File: src/design/bp_pkg.sv
`default_nettype none

package bp_pkg;

    // pc width shared by fetch, queue, resolver and predictor
    localparam int PC_BITS = 32;

    // first fetch address out of reset
    localparam logic [PC_BITS-1:0] RESET_PC = 32'h0000_1000;

    // kind of a resolved instruction, reported by the pipeline
    typedef enum logic [1:0] {
        br_none = 2'b00,  // not a control transfer
        br_cond = 2'b01,  // conditional branch
        br_jal  = 2'b10,  // direct jump
        br_jalr = 2'b11   // indirect jump
    } branch_kind_e;

endpackage

`default_nettype wire

File: src/design/bp_if.sv
`timescale 1ns/1ps
`default_nettype none

// one prediction record per fetched instruction, fetch -> in-flight queue
interface fetch_rec_if #(
    parameter int INDEX_BITS = 5
);
    logic                        push;
    logic [bp_pkg::PC_BITS-1:0]  pc;
    logic [INDEX_BITS-1:0]       pht_index;    // gshare index used for this fetch
    logic                        pred_taken;
    logic [bp_pkg::PC_BITS-1:0]  pred_target;  // next pc that fetch actually used

    modport producer (output push, pc, pht_index, pred_taken, pred_target);
    modport queue    (input  push, pc, pht_index, pred_taken, pred_target);
endinterface

// training info from the resolver back into the predictor
interface pred_update_if #(
    parameter int INDEX_BITS = 5
);
    logic                        update;       // one-cycle strobe per resolve
    bp_pkg::branch_kind_e        kind;
    logic [bp_pkg::PC_BITS-1:0]  pc;
    logic [INDEX_BITS-1:0]       pht_index;
    logic                        actual_taken;
    logic [bp_pkg::PC_BITS-1:0]  actual_target;
    logic                        correct;

    modport resolver  (output update, kind, pc, pht_index, actual_taken,
                       actual_target, correct);
    modport predictor (input  update, kind, pc, pht_index, actual_taken,
                       actual_target, correct);
endinterface

`default_nettype wire

File: src/design/pattern_history_table.sv
`timescale 1ns/1ps
`default_nettype none

module pattern_history_table #(
    parameter int INDEX_BITS = 5
) (
    input  logic                  clk,
    input  logic                  reset,
    input  logic [INDEX_BITS-1:0] rd_index,
    output logic                  rd_taken,
    input  logic                  upd_en,
    input  logic [INDEX_BITS-1:0] upd_index,
    input  logic                  upd_taken
);

    localparam int ENTRIES = 2 ** INDEX_BITS;

    logic [1:0] counters [ENTRIES];

    assign rd_taken = counters[rd_index][1];  // msb is the prediction

    always_ff @(posedge clk) begin
        if (reset) begin
            for (int i = 0; i < ENTRIES; i++) begin
                counters[i] <= 2'b01;  // weakly not taken
            end
        end else if (upd_en) begin
            if (upd_taken) begin
                if (counters[upd_index] != 2'b11) begin
                    counters[upd_index] <= counters[upd_index] + 2'd1;
                end
            end else begin
                if (counters[upd_index] != 2'b00) begin
                    counters[upd_index] <= counters[upd_index] - 2'd1;
                end
            end
        end
    end

endmodule

`default_nettype wire

File: src/design/gshare_predictor.sv
`timescale 1ns/1ps
`default_nettype none

module gshare_predictor #(
    parameter int INDEX_BITS = 5
) (
    input  logic                       clk,
    input  logic                       reset,
    input  logic [bp_pkg::PC_BITS-1:0] pc,
    output logic [bp_pkg::PC_BITS-1:0] next_pc,
    output logic [INDEX_BITS-1:0]      pht_index,
    output logic                       pred_taken,
    pred_update_if.predictor           upd
);

    localparam int ENTRIES = 2 ** INDEX_BITS;

    logic [INDEX_BITS-1:0]      history;              // global history, newest at msb
    logic [bp_pkg::PC_BITS-1:0] btb      [ENTRIES];
    logic [bp_pkg::PC_BITS-1:0] tag_table[ENTRIES];   // full pc per entry

    logic [INDEX_BITS-1:0]      btb_index;
    logic [INDEX_BITS-1:0]      wr_index;
    logic                       pht_taken;
    logic                       tag_hit;
    logic                       pht_upd_en;
    logic                       btb_write;

    assign btb_index = pc[INDEX_BITS+1:2];
    assign wr_index  = upd.pc[INDEX_BITS+1:2];
    assign pht_index = history ^ btb_index;   // gshare hash

    pattern_history_table #(
        .INDEX_BITS(INDEX_BITS)
    ) u_pht (
        .clk      (clk),
        .reset    (reset),
        .rd_index (pht_index),
        .rd_taken (pht_taken),
        .upd_en   (pht_upd_en),
        .upd_index(upd.pht_index),
        .upd_taken(upd.actual_taken)
    );

    // only a tagged entry can predict taken
    assign tag_hit    = (tag_table[btb_index] == pc);
    assign pred_taken = pht_taken && tag_hit;
    assign next_pc    = pred_taken ? btb[btb_index] : pc + 4;

    assign pht_upd_en = upd.update && (upd.kind == bp_pkg::br_cond);

    always_comb begin
        btb_write = 1'b0;
        if (upd.update) begin
            case (upd.kind)
                bp_pkg::br_cond: btb_write = !upd.correct;  // learn target on a miss
                bp_pkg::br_jal,
                bp_pkg::br_jalr: btb_write = 1'b1;
                default:         btb_write = 1'b0;
            endcase
        end
    end

    always_ff @(posedge clk) begin
        if (reset) begin
            history <= '0;
        end else if (pht_upd_en) begin
            history <= {upd.actual_taken, history[INDEX_BITS-1:1]};  // shift right
        end
    end

    always_ff @(posedge clk) begin
        if (reset) begin
            for (int i = 0; i < ENTRIES; i++) begin
                btb[i]       <= '0;
                tag_table[i] <= '1;  // matches no aligned pc
            end
        end else if (btb_write) begin
            btb[wr_index]       <= upd.actual_target;
            tag_table[wr_index] <= upd.pc;
        end
    end

endmodule

`default_nettype wire

File: src/design/fetch_unit.sv
`timescale 1ns/1ps
`default_nettype none

module fetch_unit #(
    parameter int INDEX_BITS = 5
) (
    input  logic                       clk,
    input  logic                       reset,
    input  logic                       stall,
    input  logic                       queue_full,
    input  logic                       redirect,
    input  logic [bp_pkg::PC_BITS-1:0] redirect_pc,
    input  logic [bp_pkg::PC_BITS-1:0] pred_next_pc,
    input  logic [INDEX_BITS-1:0]      pred_pht_index,
    input  logic                       pred_taken,
    output logic [bp_pkg::PC_BITS-1:0] pc,
    output logic                       fetch_valid,
    fetch_rec_if.producer              rec
);

    logic advance;

    // redirect beats stall, and the wrong-path fetch is dropped
    assign advance     = !reset && !stall && !queue_full && !redirect;
    assign fetch_valid = advance;

    always_ff @(posedge clk) begin
        if (reset) begin
            pc <= bp_pkg::RESET_PC;
        end else if (redirect) begin
            pc <= redirect_pc;
        end else if (advance) begin
            pc <= pred_next_pc;
        end
    end

    // record what was predicted for this pc
    assign rec.push        = advance;
    assign rec.pc          = pc;
    assign rec.pht_index   = pred_pht_index;
    assign rec.pred_taken  = pred_taken;
    assign rec.pred_target = pred_next_pc;

endmodule

`default_nettype wire

File: src/design/inflight_queue.sv
`timescale 1ns/1ps
`default_nettype none

module inflight_queue #(
    parameter int INDEX_BITS  = 5,
    parameter int QUEUE_DEPTH = 4
) (
    input  logic                       clk,
    input  logic                       reset,
    fetch_rec_if.queue                 rec_in,
    input  logic                       pop,
    input  logic                       flush,
    output logic                       full,
    output logic                       empty,
    output logic [bp_pkg::PC_BITS-1:0] head_pc,
    output logic [INDEX_BITS-1:0]      head_pht_index,
    output logic                       head_pred_taken,
    output logic [bp_pkg::PC_BITS-1:0] head_pred_target
);

    localparam int PTR_BITS = $clog2(QUEUE_DEPTH);

    logic [bp_pkg::PC_BITS-1:0] pc_mem     [QUEUE_DEPTH];
    logic [INDEX_BITS-1:0]      index_mem  [QUEUE_DEPTH];
    logic                       taken_mem  [QUEUE_DEPTH];
    logic [bp_pkg::PC_BITS-1:0] target_mem [QUEUE_DEPTH];

    logic [PTR_BITS-1:0] wr_ptr;
    logic [PTR_BITS-1:0] rd_ptr;
    logic [PTR_BITS:0]   count;
    logic                do_push;
    logic                do_pop;

    assign full    = (count == (PTR_BITS+1)'(QUEUE_DEPTH));
    assign empty   = (count == '0);
    assign do_push = rec_in.push && !full;
    assign do_pop  = pop && !empty;

    always_ff @(posedge clk) begin
        if (reset || flush) begin
            wr_ptr <= '0;
            rd_ptr <= '0;
            count  <= '0;
        end else begin
            if (do_push) wr_ptr <= wr_ptr + 1'b1;  // pointers wrap at depth
            if (do_pop)  rd_ptr <= rd_ptr + 1'b1;
            if (do_push && !do_pop)      count <= count + 1'b1;
            else if (do_pop && !do_push) count <= count - 1'b1;
        end
    end

    always_ff @(posedge clk) begin
        if (do_push) begin
            pc_mem[wr_ptr]     <= rec_in.pc;
            index_mem[wr_ptr]  <= rec_in.pht_index;
            taken_mem[wr_ptr]  <= rec_in.pred_taken;
            target_mem[wr_ptr] <= rec_in.pred_target;
        end
    end

    assign head_pc          = pc_mem[rd_ptr];
    assign head_pht_index   = index_mem[rd_ptr];
    assign head_pred_taken  = taken_mem[rd_ptr];
    assign head_pred_target = target_mem[rd_ptr];

endmodule

`default_nettype wire

File: src/design/branch_resolver.sv
`timescale 1ns/1ps
`default_nettype none

module branch_resolver #(
    parameter int INDEX_BITS = 5
) (
    input  logic                       resolve,
    input  bp_pkg::branch_kind_e       kind,
    input  logic                       actual_taken,
    input  logic [bp_pkg::PC_BITS-1:0] actual_target,
    input  logic                       empty,
    input  logic [bp_pkg::PC_BITS-1:0] head_pc,
    input  logic [INDEX_BITS-1:0]      head_pht_index,
    input  logic                       head_pred_taken,
    input  logic [bp_pkg::PC_BITS-1:0] head_pred_target,
    output logic                       pop,
    output logic                       flush,
    output logic                       redirect,
    output logic [bp_pkg::PC_BITS-1:0] redirect_pc,
    pred_update_if.resolver            upd
);

    logic valid;
    logic target_match;
    logic correct;
    logic mispredict;

    assign valid        = resolve && !empty;  // resolve on empty queue is dropped
    assign target_match = (head_pred_target == actual_target);

    always_comb begin
        case (kind)
            bp_pkg::br_cond:
                correct = (head_pred_taken == actual_taken) &&
                          (!actual_taken || target_match);
            bp_pkg::br_jal,
            bp_pkg::br_jalr:
                correct = head_pred_taken && target_match;
            default:
                correct = !head_pred_taken;  // plain instruction must fall through
        endcase
    end

    assign mispredict  = valid && !correct;
    assign pop         = valid;
    assign flush       = mispredict;  // everything younger is wrong path
    assign redirect    = mispredict;
    assign redirect_pc = actual_taken ? actual_target : head_pc + 4;

    assign upd.update        = valid;
    assign upd.kind          = kind;
    assign upd.pc            = head_pc;
    assign upd.pht_index     = head_pht_index;
    assign upd.actual_taken  = actual_taken;
    assign upd.actual_target = actual_target;
    assign upd.correct       = correct;

endmodule

`default_nettype wire

File: src/design/branch_predict_top.sv
`timescale 1ns/1ps
`default_nettype none

module branch_predict_top #(
    parameter int INDEX_BITS  = 5,
    parameter int QUEUE_DEPTH = 4
) (
    input  logic                       clk,
    input  logic                       reset,
    input  logic                       stall,
    input  logic                       resolve,
    input  bp_pkg::branch_kind_e       res_kind,
    input  logic                       res_taken,
    input  logic [bp_pkg::PC_BITS-1:0] res_target,
    output logic [bp_pkg::PC_BITS-1:0] fetch_pc,
    output logic                       fetch_valid,
    output logic                       fetch_pred_taken,
    output logic                       redirect,
    output logic [bp_pkg::PC_BITS-1:0] redirect_pc,
    output logic                       queue_full
);

    fetch_rec_if   #(.INDEX_BITS(INDEX_BITS)) rec_bus ();
    pred_update_if #(.INDEX_BITS(INDEX_BITS)) upd_bus ();

    logic [bp_pkg::PC_BITS-1:0] pred_next_pc;
    logic [INDEX_BITS-1:0]      pred_pht_index;
    logic                       queue_empty;
    logic                       pop;
    logic                       flush;
    logic [bp_pkg::PC_BITS-1:0] head_pc;
    logic [INDEX_BITS-1:0]      head_pht_index;
    logic                       head_pred_taken;
    logic [bp_pkg::PC_BITS-1:0] head_pred_target;

    gshare_predictor #(.INDEX_BITS(INDEX_BITS)) u_predictor (
        .clk(clk), .reset(reset), .pc(fetch_pc), .next_pc(pred_next_pc),
        .pht_index(pred_pht_index), .pred_taken(fetch_pred_taken), .upd(upd_bus)
    );

    fetch_unit #(.INDEX_BITS(INDEX_BITS)) u_fetch (
        .clk(clk), .reset(reset), .stall(stall), .queue_full(queue_full),
        .redirect(redirect), .redirect_pc(redirect_pc), .pred_next_pc(pred_next_pc),
        .pred_pht_index(pred_pht_index), .pred_taken(fetch_pred_taken),
        .pc(fetch_pc), .fetch_valid(fetch_valid), .rec(rec_bus)
    );

    inflight_queue #(.INDEX_BITS(INDEX_BITS), .QUEUE_DEPTH(QUEUE_DEPTH)) u_queue (
        .clk(clk), .reset(reset), .rec_in(rec_bus), .pop(pop), .flush(flush),
        .full(queue_full), .empty(queue_empty), .head_pc(head_pc),
        .head_pht_index(head_pht_index), .head_pred_taken(head_pred_taken),
        .head_pred_target(head_pred_target)
    );

    branch_resolver #(.INDEX_BITS(INDEX_BITS)) u_resolver (
        .resolve(resolve), .kind(res_kind), .actual_taken(res_taken),
        .actual_target(res_target), .empty(queue_empty), .head_pc(head_pc),
        .head_pht_index(head_pht_index), .head_pred_taken(head_pred_taken),
        .head_pred_target(head_pred_target), .pop(pop), .flush(flush),
        .redirect(redirect), .redirect_pc(redirect_pc), .upd(upd_bus)
    );

endmodule

`default_nettype wire

File: config.mk
export PLATFORM = sky130hd
export DESIGN_NAME = branch_predict_top
export DESIGN_NICKNAME = d
export VERILOG_FILES = /design/src/design/bp_pkg.sv /design/src/design/bp_if.sv /design/src/design/pattern_history_table.sv /design/src/design/gshare_predictor.sv /design/src/design/fetch_unit.sv /design/src/design/inflight_queue.sv /design/src/design/branch_resolver.sv /design/src/design/branch_predict_top.sv
export SDC_FILE = /design/constraint.sdc
export NUM_CORES = 2
export LEC_CHECK = 0
export BUFFER_PORTS_ARGS = -buffer_cell sky130_fd_sc_hd__buf_2
export CAP_MARGIN = 20
export CORE_MARGIN = 5
export CORE_UTILIZATION = 29
export CTS_CLUSTER_DIAMETER = 30
export DETAILED_ROUTE_END_ITERATION = 16
export PLACE_DENSITY = 0.49
export RECOVER_POWER = 50
export SYNTH_ARGS = -nofsm -noshare
export SYNTH_HDL_FRONTEND = slang
export SYNTH_SLANG_ARGS = --single-unit
File: constraint.sdc
create_clock -name clk -period 12.1 [get_ports clk]
set_input_delay 1.21 -clock clk [delete_from_list [all_inputs] [get_ports clk]]
set_output_delay 1.21 -clock clk [all_outputs]
set_load 0.02 [all_outputs]
[Word level (Yosys, flattened, before mapping)]
Memory sizes are Yosys's and may differ from the RTL's. A register that Yosys moved wholly into a read port is not among the register bits.
Cells that the tools add are included.
Storage, ports and cells
  bits in registers: 44
  bits in writable memories: 2392
  input bits: 39
  output and inout port bits: 68
  memories: 7
Operators by class
  $add $sub $neg: 8
  equal/unequal tests: 8
  mux-type cells: 48
  bitwise logic cells: 2
  reductions and logical operators: 33
Memory list
  u_predictor.btb: depth 32, bits a word 32, rd ports 1, clocked after memory_dff 1, wr ports 32, line gshare_predictor.sv:19  | logic [bp_pkg::PC_BITS-1:0] btb [ENTRIES];
  u_predictor.tag_table: depth 32, bits a word 32, rd ports 1, clocked after memory_dff 1, wr ports 32, line gshare_predictor.sv:20  | logic [bp_pkg::PC_BITS-1:0] tag_table[ENTRIES];
  u_queue.pc_mem: depth 4, bits a word 32, rd ports 1, clocked after memory_dff 1, wr ports 1, line inflight_queue.sv:23  | logic [bp_pkg::PC_BITS-1:0] pc_mem [QUEUE_DEPTH];
  u_queue.target_mem: depth 4, bits a word 32, rd ports 1, clocked after memory_dff 1, wr ports 1, line inflight_queue.sv:26  | logic [bp_pkg::PC_BITS-1:0] target_mem [QUEUE_DEPTH];
  u_predictor.u_pht.counters: depth 32, bits a word 2, rd ports 2, clocked after memory_dff 0, wr ports 32, line pattern_history_table.sv:18  | logic [1:0] counters [ENTRIES];
  u_queue.index_mem: depth 4, bits a word 5, rd ports 1, clocked after memory_dff 1, wr ports 1, line inflight_queue.sv:24  | logic [INDEX_BITS-1:0] index_mem [QUEUE_DEPTH];
  1 more memories
Operators by type and width (number)
  $mux 32: 6
  $add 32x3->32 const B: 2
  $eq 32x32->1: 2
  $reduce_or 32->1: 2
  $mux 5: 7
  $mux 1: 21
  $mux 2: 10
  $logic_and 1x1->1: 13
  $logic_not 1->1: 10
  $add 2x1->2 const B: 3
  $mux 3: 2
  $reduce_bool 2->1: 3
  $xor 5x5->5: 1
  $eq 2x2->1 const B: 2
  $pmux 1 s2: 2
  $reduce_or 2->1: 2
  $add 3x1->3 const B: 1
  $eq 3x3->1 const B: 1
  $logic_not 3->1: 1
  $sub 3x1->3 const B: 1
  $eq 2x1->1 const B: 1
  $logic_or 1x1->1: 2
  $ne 2x2->1 const B: 1
  $sub 2x1->2 const B: 1
  other kinds (2): 2

[Logic depth before layout (Yosys ltp)]
  depth after elaboration: 13
  depth in mapped cells: 19
  gate-level depth less buffers: 15

[By module]
A second synthesis with hierarchy kept.
Unflattened totals
  cell total of the unflattened synthesis: 7393
  area total of the unflattened synthesis: 113116.0 µm²
By module, submodules not included
  gshare_predictor: times used 1, cells an instance 6042, area an instance 93986.4 µm²
  inflight_queue: times used 1, cells an instance 416, area an instance 10542.6 µm²
  pattern_history_table: times used 1, cells an instance 443, area an instance 4500.6 µm²
  fetch_unit: times used 1, cells an instance 222, area an instance 2207.1 µm²
  branch_resolver: times used 1, cells an instance 270, area an instance 1879.3 µm²

[Least setup slack after synthesis]
OpenSTA, ideal clock, no wires.
  path kind: reg2reg
  start point: register (tool-made name)
  end point: memory u_queue.index_mem[0][0], enable pin
  arrival: 4550 ps
  required time: 11664 ps
  path slack: 7114 ps
  stages on the path, launching flop included: 13
  buffers on the path: 3
  period minus slack after synthesis: 4986 ps
  path through: dfxtp_1 -> buf_4 -> buf_2 -> mux4_2 -> xnor2_1 -> nand4_1 -> nor4_1 -> nand4_1 -> o211ai_1 -> nand2_1 -> nor2_1 -> clkbuf_1 -> and2_1
RTL lines (line)
  end, declared: inflight_queue.sv:24

==> out/metrics.yaml <==
die:
  rows: 225
  start_util_pct: 29.1
  dieArea_um2: 389000
  die_h_um: 623
  core-area_um2: 375000
  ios: 107
  die_w_um: 623
detailed_routing:
  drc: 0
  avgViaCountPerCell: 5.26
  post_drt_wl_per_cell_um: 31.9
  vias: 67400
  drtIter0Drc: 9797
  wl_mm: 409
  ant_nets: 0
  drt_pass1_iterations: 6
global_routing:
  use_met3_pct: 4.46
  grt_start_max_net_pins: 102
  grt_pass1_vias: 67900
  track_usage_pct: 20.5
  grt_util_met1_pct: 28.1
  grt_util_met2_pct: 31.9
  grt_pass1_wl_mm: 560
  grt.overflow.total: 0
  antenna_found_initial: 47
  busiest_layer: "met2"
setup_path:
  path_max_fanout: 42
  arrival_ns: 8.63
  worstSetupEndpointType: "output port"
  cp.required_ns: 10.89
  worstRegToRegCells: 17
  path_class: "flip-flop to output port"
  r2r-end: "u_queue.count[2]"
  critPathLaunchType: "flip-flop"
  reg2reg_slack_ns: 2.35
sta:
  fin_tns_setup_ns: 0
  tightest_slew_ns: 2.99
  slew-limit-headroom_pct: -99.6
  min_period_over_period_pct: 81.3
  hold_violations: 0
  rsz0062_at_grt: "no"
  post-route-min-period_ns: 9.84
  setup_violations: 0
  timing.fmax_mhz: 102
  finalMaxSlewViolations: 561
  worst_clock_skew_ns: 0.0582
placement:
  place_congestion: 0.870
  io_buffers: 106
  place_hpwl_mm: 236
  placement.cell_area_um2: 115000
synth:
  synth-main-ff-cell: "edfxtp_1"
  synthTopCellsByArea: "edfxtp_1 66%, mux4_2 12%, and2_1 5.9%"
  ys_types: 76
  ys_ff_latch: 2443
  syn_inst: 7128
  yosysMostFrequentCell: "edfxtp_1"
  synth_top_cell_by_area: "edfxtp_1"
  synth_edf_count: 2392
  seq_area_frac_synth_pct: 66.8
  async_reset_ff_share_pct: 0
  ys_warn_count: 0
  syn-cell-area_um2: 109000
  avgSynthCellArea_um2: 15.3
  yosys-top-cells-count: "2392 x edfxtp_1, 1089 x nand2_1, 1035 x and2_1"
  synth_top_cell_area_share_pct: 65.8
clock_tree:
  path_clk_slew_ns: 0.04
  cts_resized: 0
  cts_hold_buffers: 0
  cts-root-buf: "clkbuf_16"
  cts.sinks: 2443
  cts.path.max_buffers: 4
  clkLatencyLatePin_ns: 0.93
  htreeDepth: 6
  cts_setup_buffers: 0
  cts_tree: "yes"
  cts_made_buffers: 549
worst_hold_path:
  hold_path_end: "u_queue.wr_ptr[1]"
  min_path_type: "flip-flop to flip-flop"
  hold_start: "u_queue.wr_ptr[1]"
  whs_path_depth: 2
run_status:
  status: "finished with violations"
  violations: "capacitance limit, slew limit"
final_layout:
  layout-drive-gt1-share_pct: 23.3
  area.growth.synth_to_final_pct: 22.3
  nets: 7430
  stdcell_area_um2: 133000
power:
  power_leakage_nw: 41.1
  powerDensity_nw_per_um2: 226
  ir_drop_mv: 0.134
job:
  cap_violations: 20
-- power breakdown --
group	leakage, nW	internal (mW)	switching, mW
logic	11.1	1.80	3.83
registers	21.2	9.67	0.225
clock network	8.82	9.83	4.80
-- cell type report --
| type | count | area [µm²] |
|---|---|---|
| Antenna cell | 15 | 37.5 |
| Clock buffer | 645 | 14500 |
| Clock inverter | 333 | 3730 |
| Fill cell | 35300 | 242000 |
| Inverter | 72 | 280 |
| Multi-Input combinational cell | 3985 | 33700 |
| Sequential cell | 2443 | 72900 |
| Tap cell | 4994 | 6250 |
| Timing Repair Buffer | 329 | 2150 |
-- logic make-up (layout without fill, tap and decap cells) --
group,Yosys count,after routing,synth area share (%)
compound gates,352,352,2.12
xor+xnor,132,132,1.06
fa+ha+maj,11,11,0.133
buf+inv,747,1379,3.02
flops,2443,2443,66.8
mux,907,907,15.1
other cells,1,63,0.00344
simple gates,2535,2535,11.8
-- per-stage QoR --
stage               hold WS [ns]  worst slack, ns  total power, mW  instances  utilization, %
finish                     0.500             2.26             30.1      12800            35.6
global route               0.545             1.95             31.0      12800            35.6
CTS                        0.504             3.97             30.3      12800            35.6
detailed placement         0.498             4.93             15.6      11800            30.7
global placement           0.484             4.89             15.6      11800            30.7
floorplan                  0.469             7.11             13.3       7175               -
-- worst max path at each step --
stage	depth (start not counted)	startpoint	endpoint	slack (ns)
CTS	11	flip-flop	fetch_pred_taken	3.97
floorplan	12	flip-flop	u_queue.index_mem[0][0]	7.11
finish	12	flip-flop	redirect_pc[18]	2.26
global route	13	flip-flop	u_predictor.tag_table[17][31]	1.95
global placement	11	flip-flop	fetch_pred_taken	4.89
detailed placement	11	flip-flop	fetch_pred_taken	4.93
-- critical path, stage by stage (launching register included) --
cell,delay [ns]
dfxtp_1,1.26
clkbuf_1,2.18
mux2_2,0.47
o21ai_0,0.08
buf_4,0.28
inv_1,0.21
ha_1,0.59
nand4_1,0.41
or3_1,0.53
nor4_1,0.48
xor2_1,0.14
o21ai_0,0.70
buf_2,0.31
-- state kept, by name, summed over array words and instances, names as in the netlist, 3 cells and up, named ones only --
signal,flops
u_fetch.pc,32
u_predictor.btb,1024
u_predictor.history,5
u_predictor.tag_table,1024
u_predictor.u_pht.counters,64
u_queue.count,3
u_queue.index_mem,20
u_queue.pc_mem,128
u_queue.taken_mem,4
u_queue.target_mem,128
-- placed cells by master, fill, tap and decap left out, types with 22 or more instances in the layout --
master and instances:
edfxtp_1 2392, nand2_1 1061, and2_1 819, mux4_2 580
clkbuf_16 562, mux2i_1 280, and2_0 212, buf_4 167
clkbuf_1 144, nor2_1 100, clkinv_2 93, xnor2_1 90
clkinv_1 88, buf_2 75, inv_1 68, bufinv_16 62
a21oi_1 61, o21ai_0 59, a22oi_1 55, conb_1 48
dfxtp_1 46, and3_1 45, xor2_1 42, nand3_1 42
mux2_2 40, clkinvlp_4 33, nor3_1 32, nand2b_1 28
nand2_4 28, o22ai_1 25, nand4_1 24, o2bb2ai_1 24
or2_2 23, inv_6 23, and3_4 22
-- layer usage --
metal  wire length, µm  share of wire [%]
met5                54              0.013
met4             16400                4.0
met3             41500                 10
met2            186000                 46
met1            165000                 40
(Power assumes the default switching activity.)
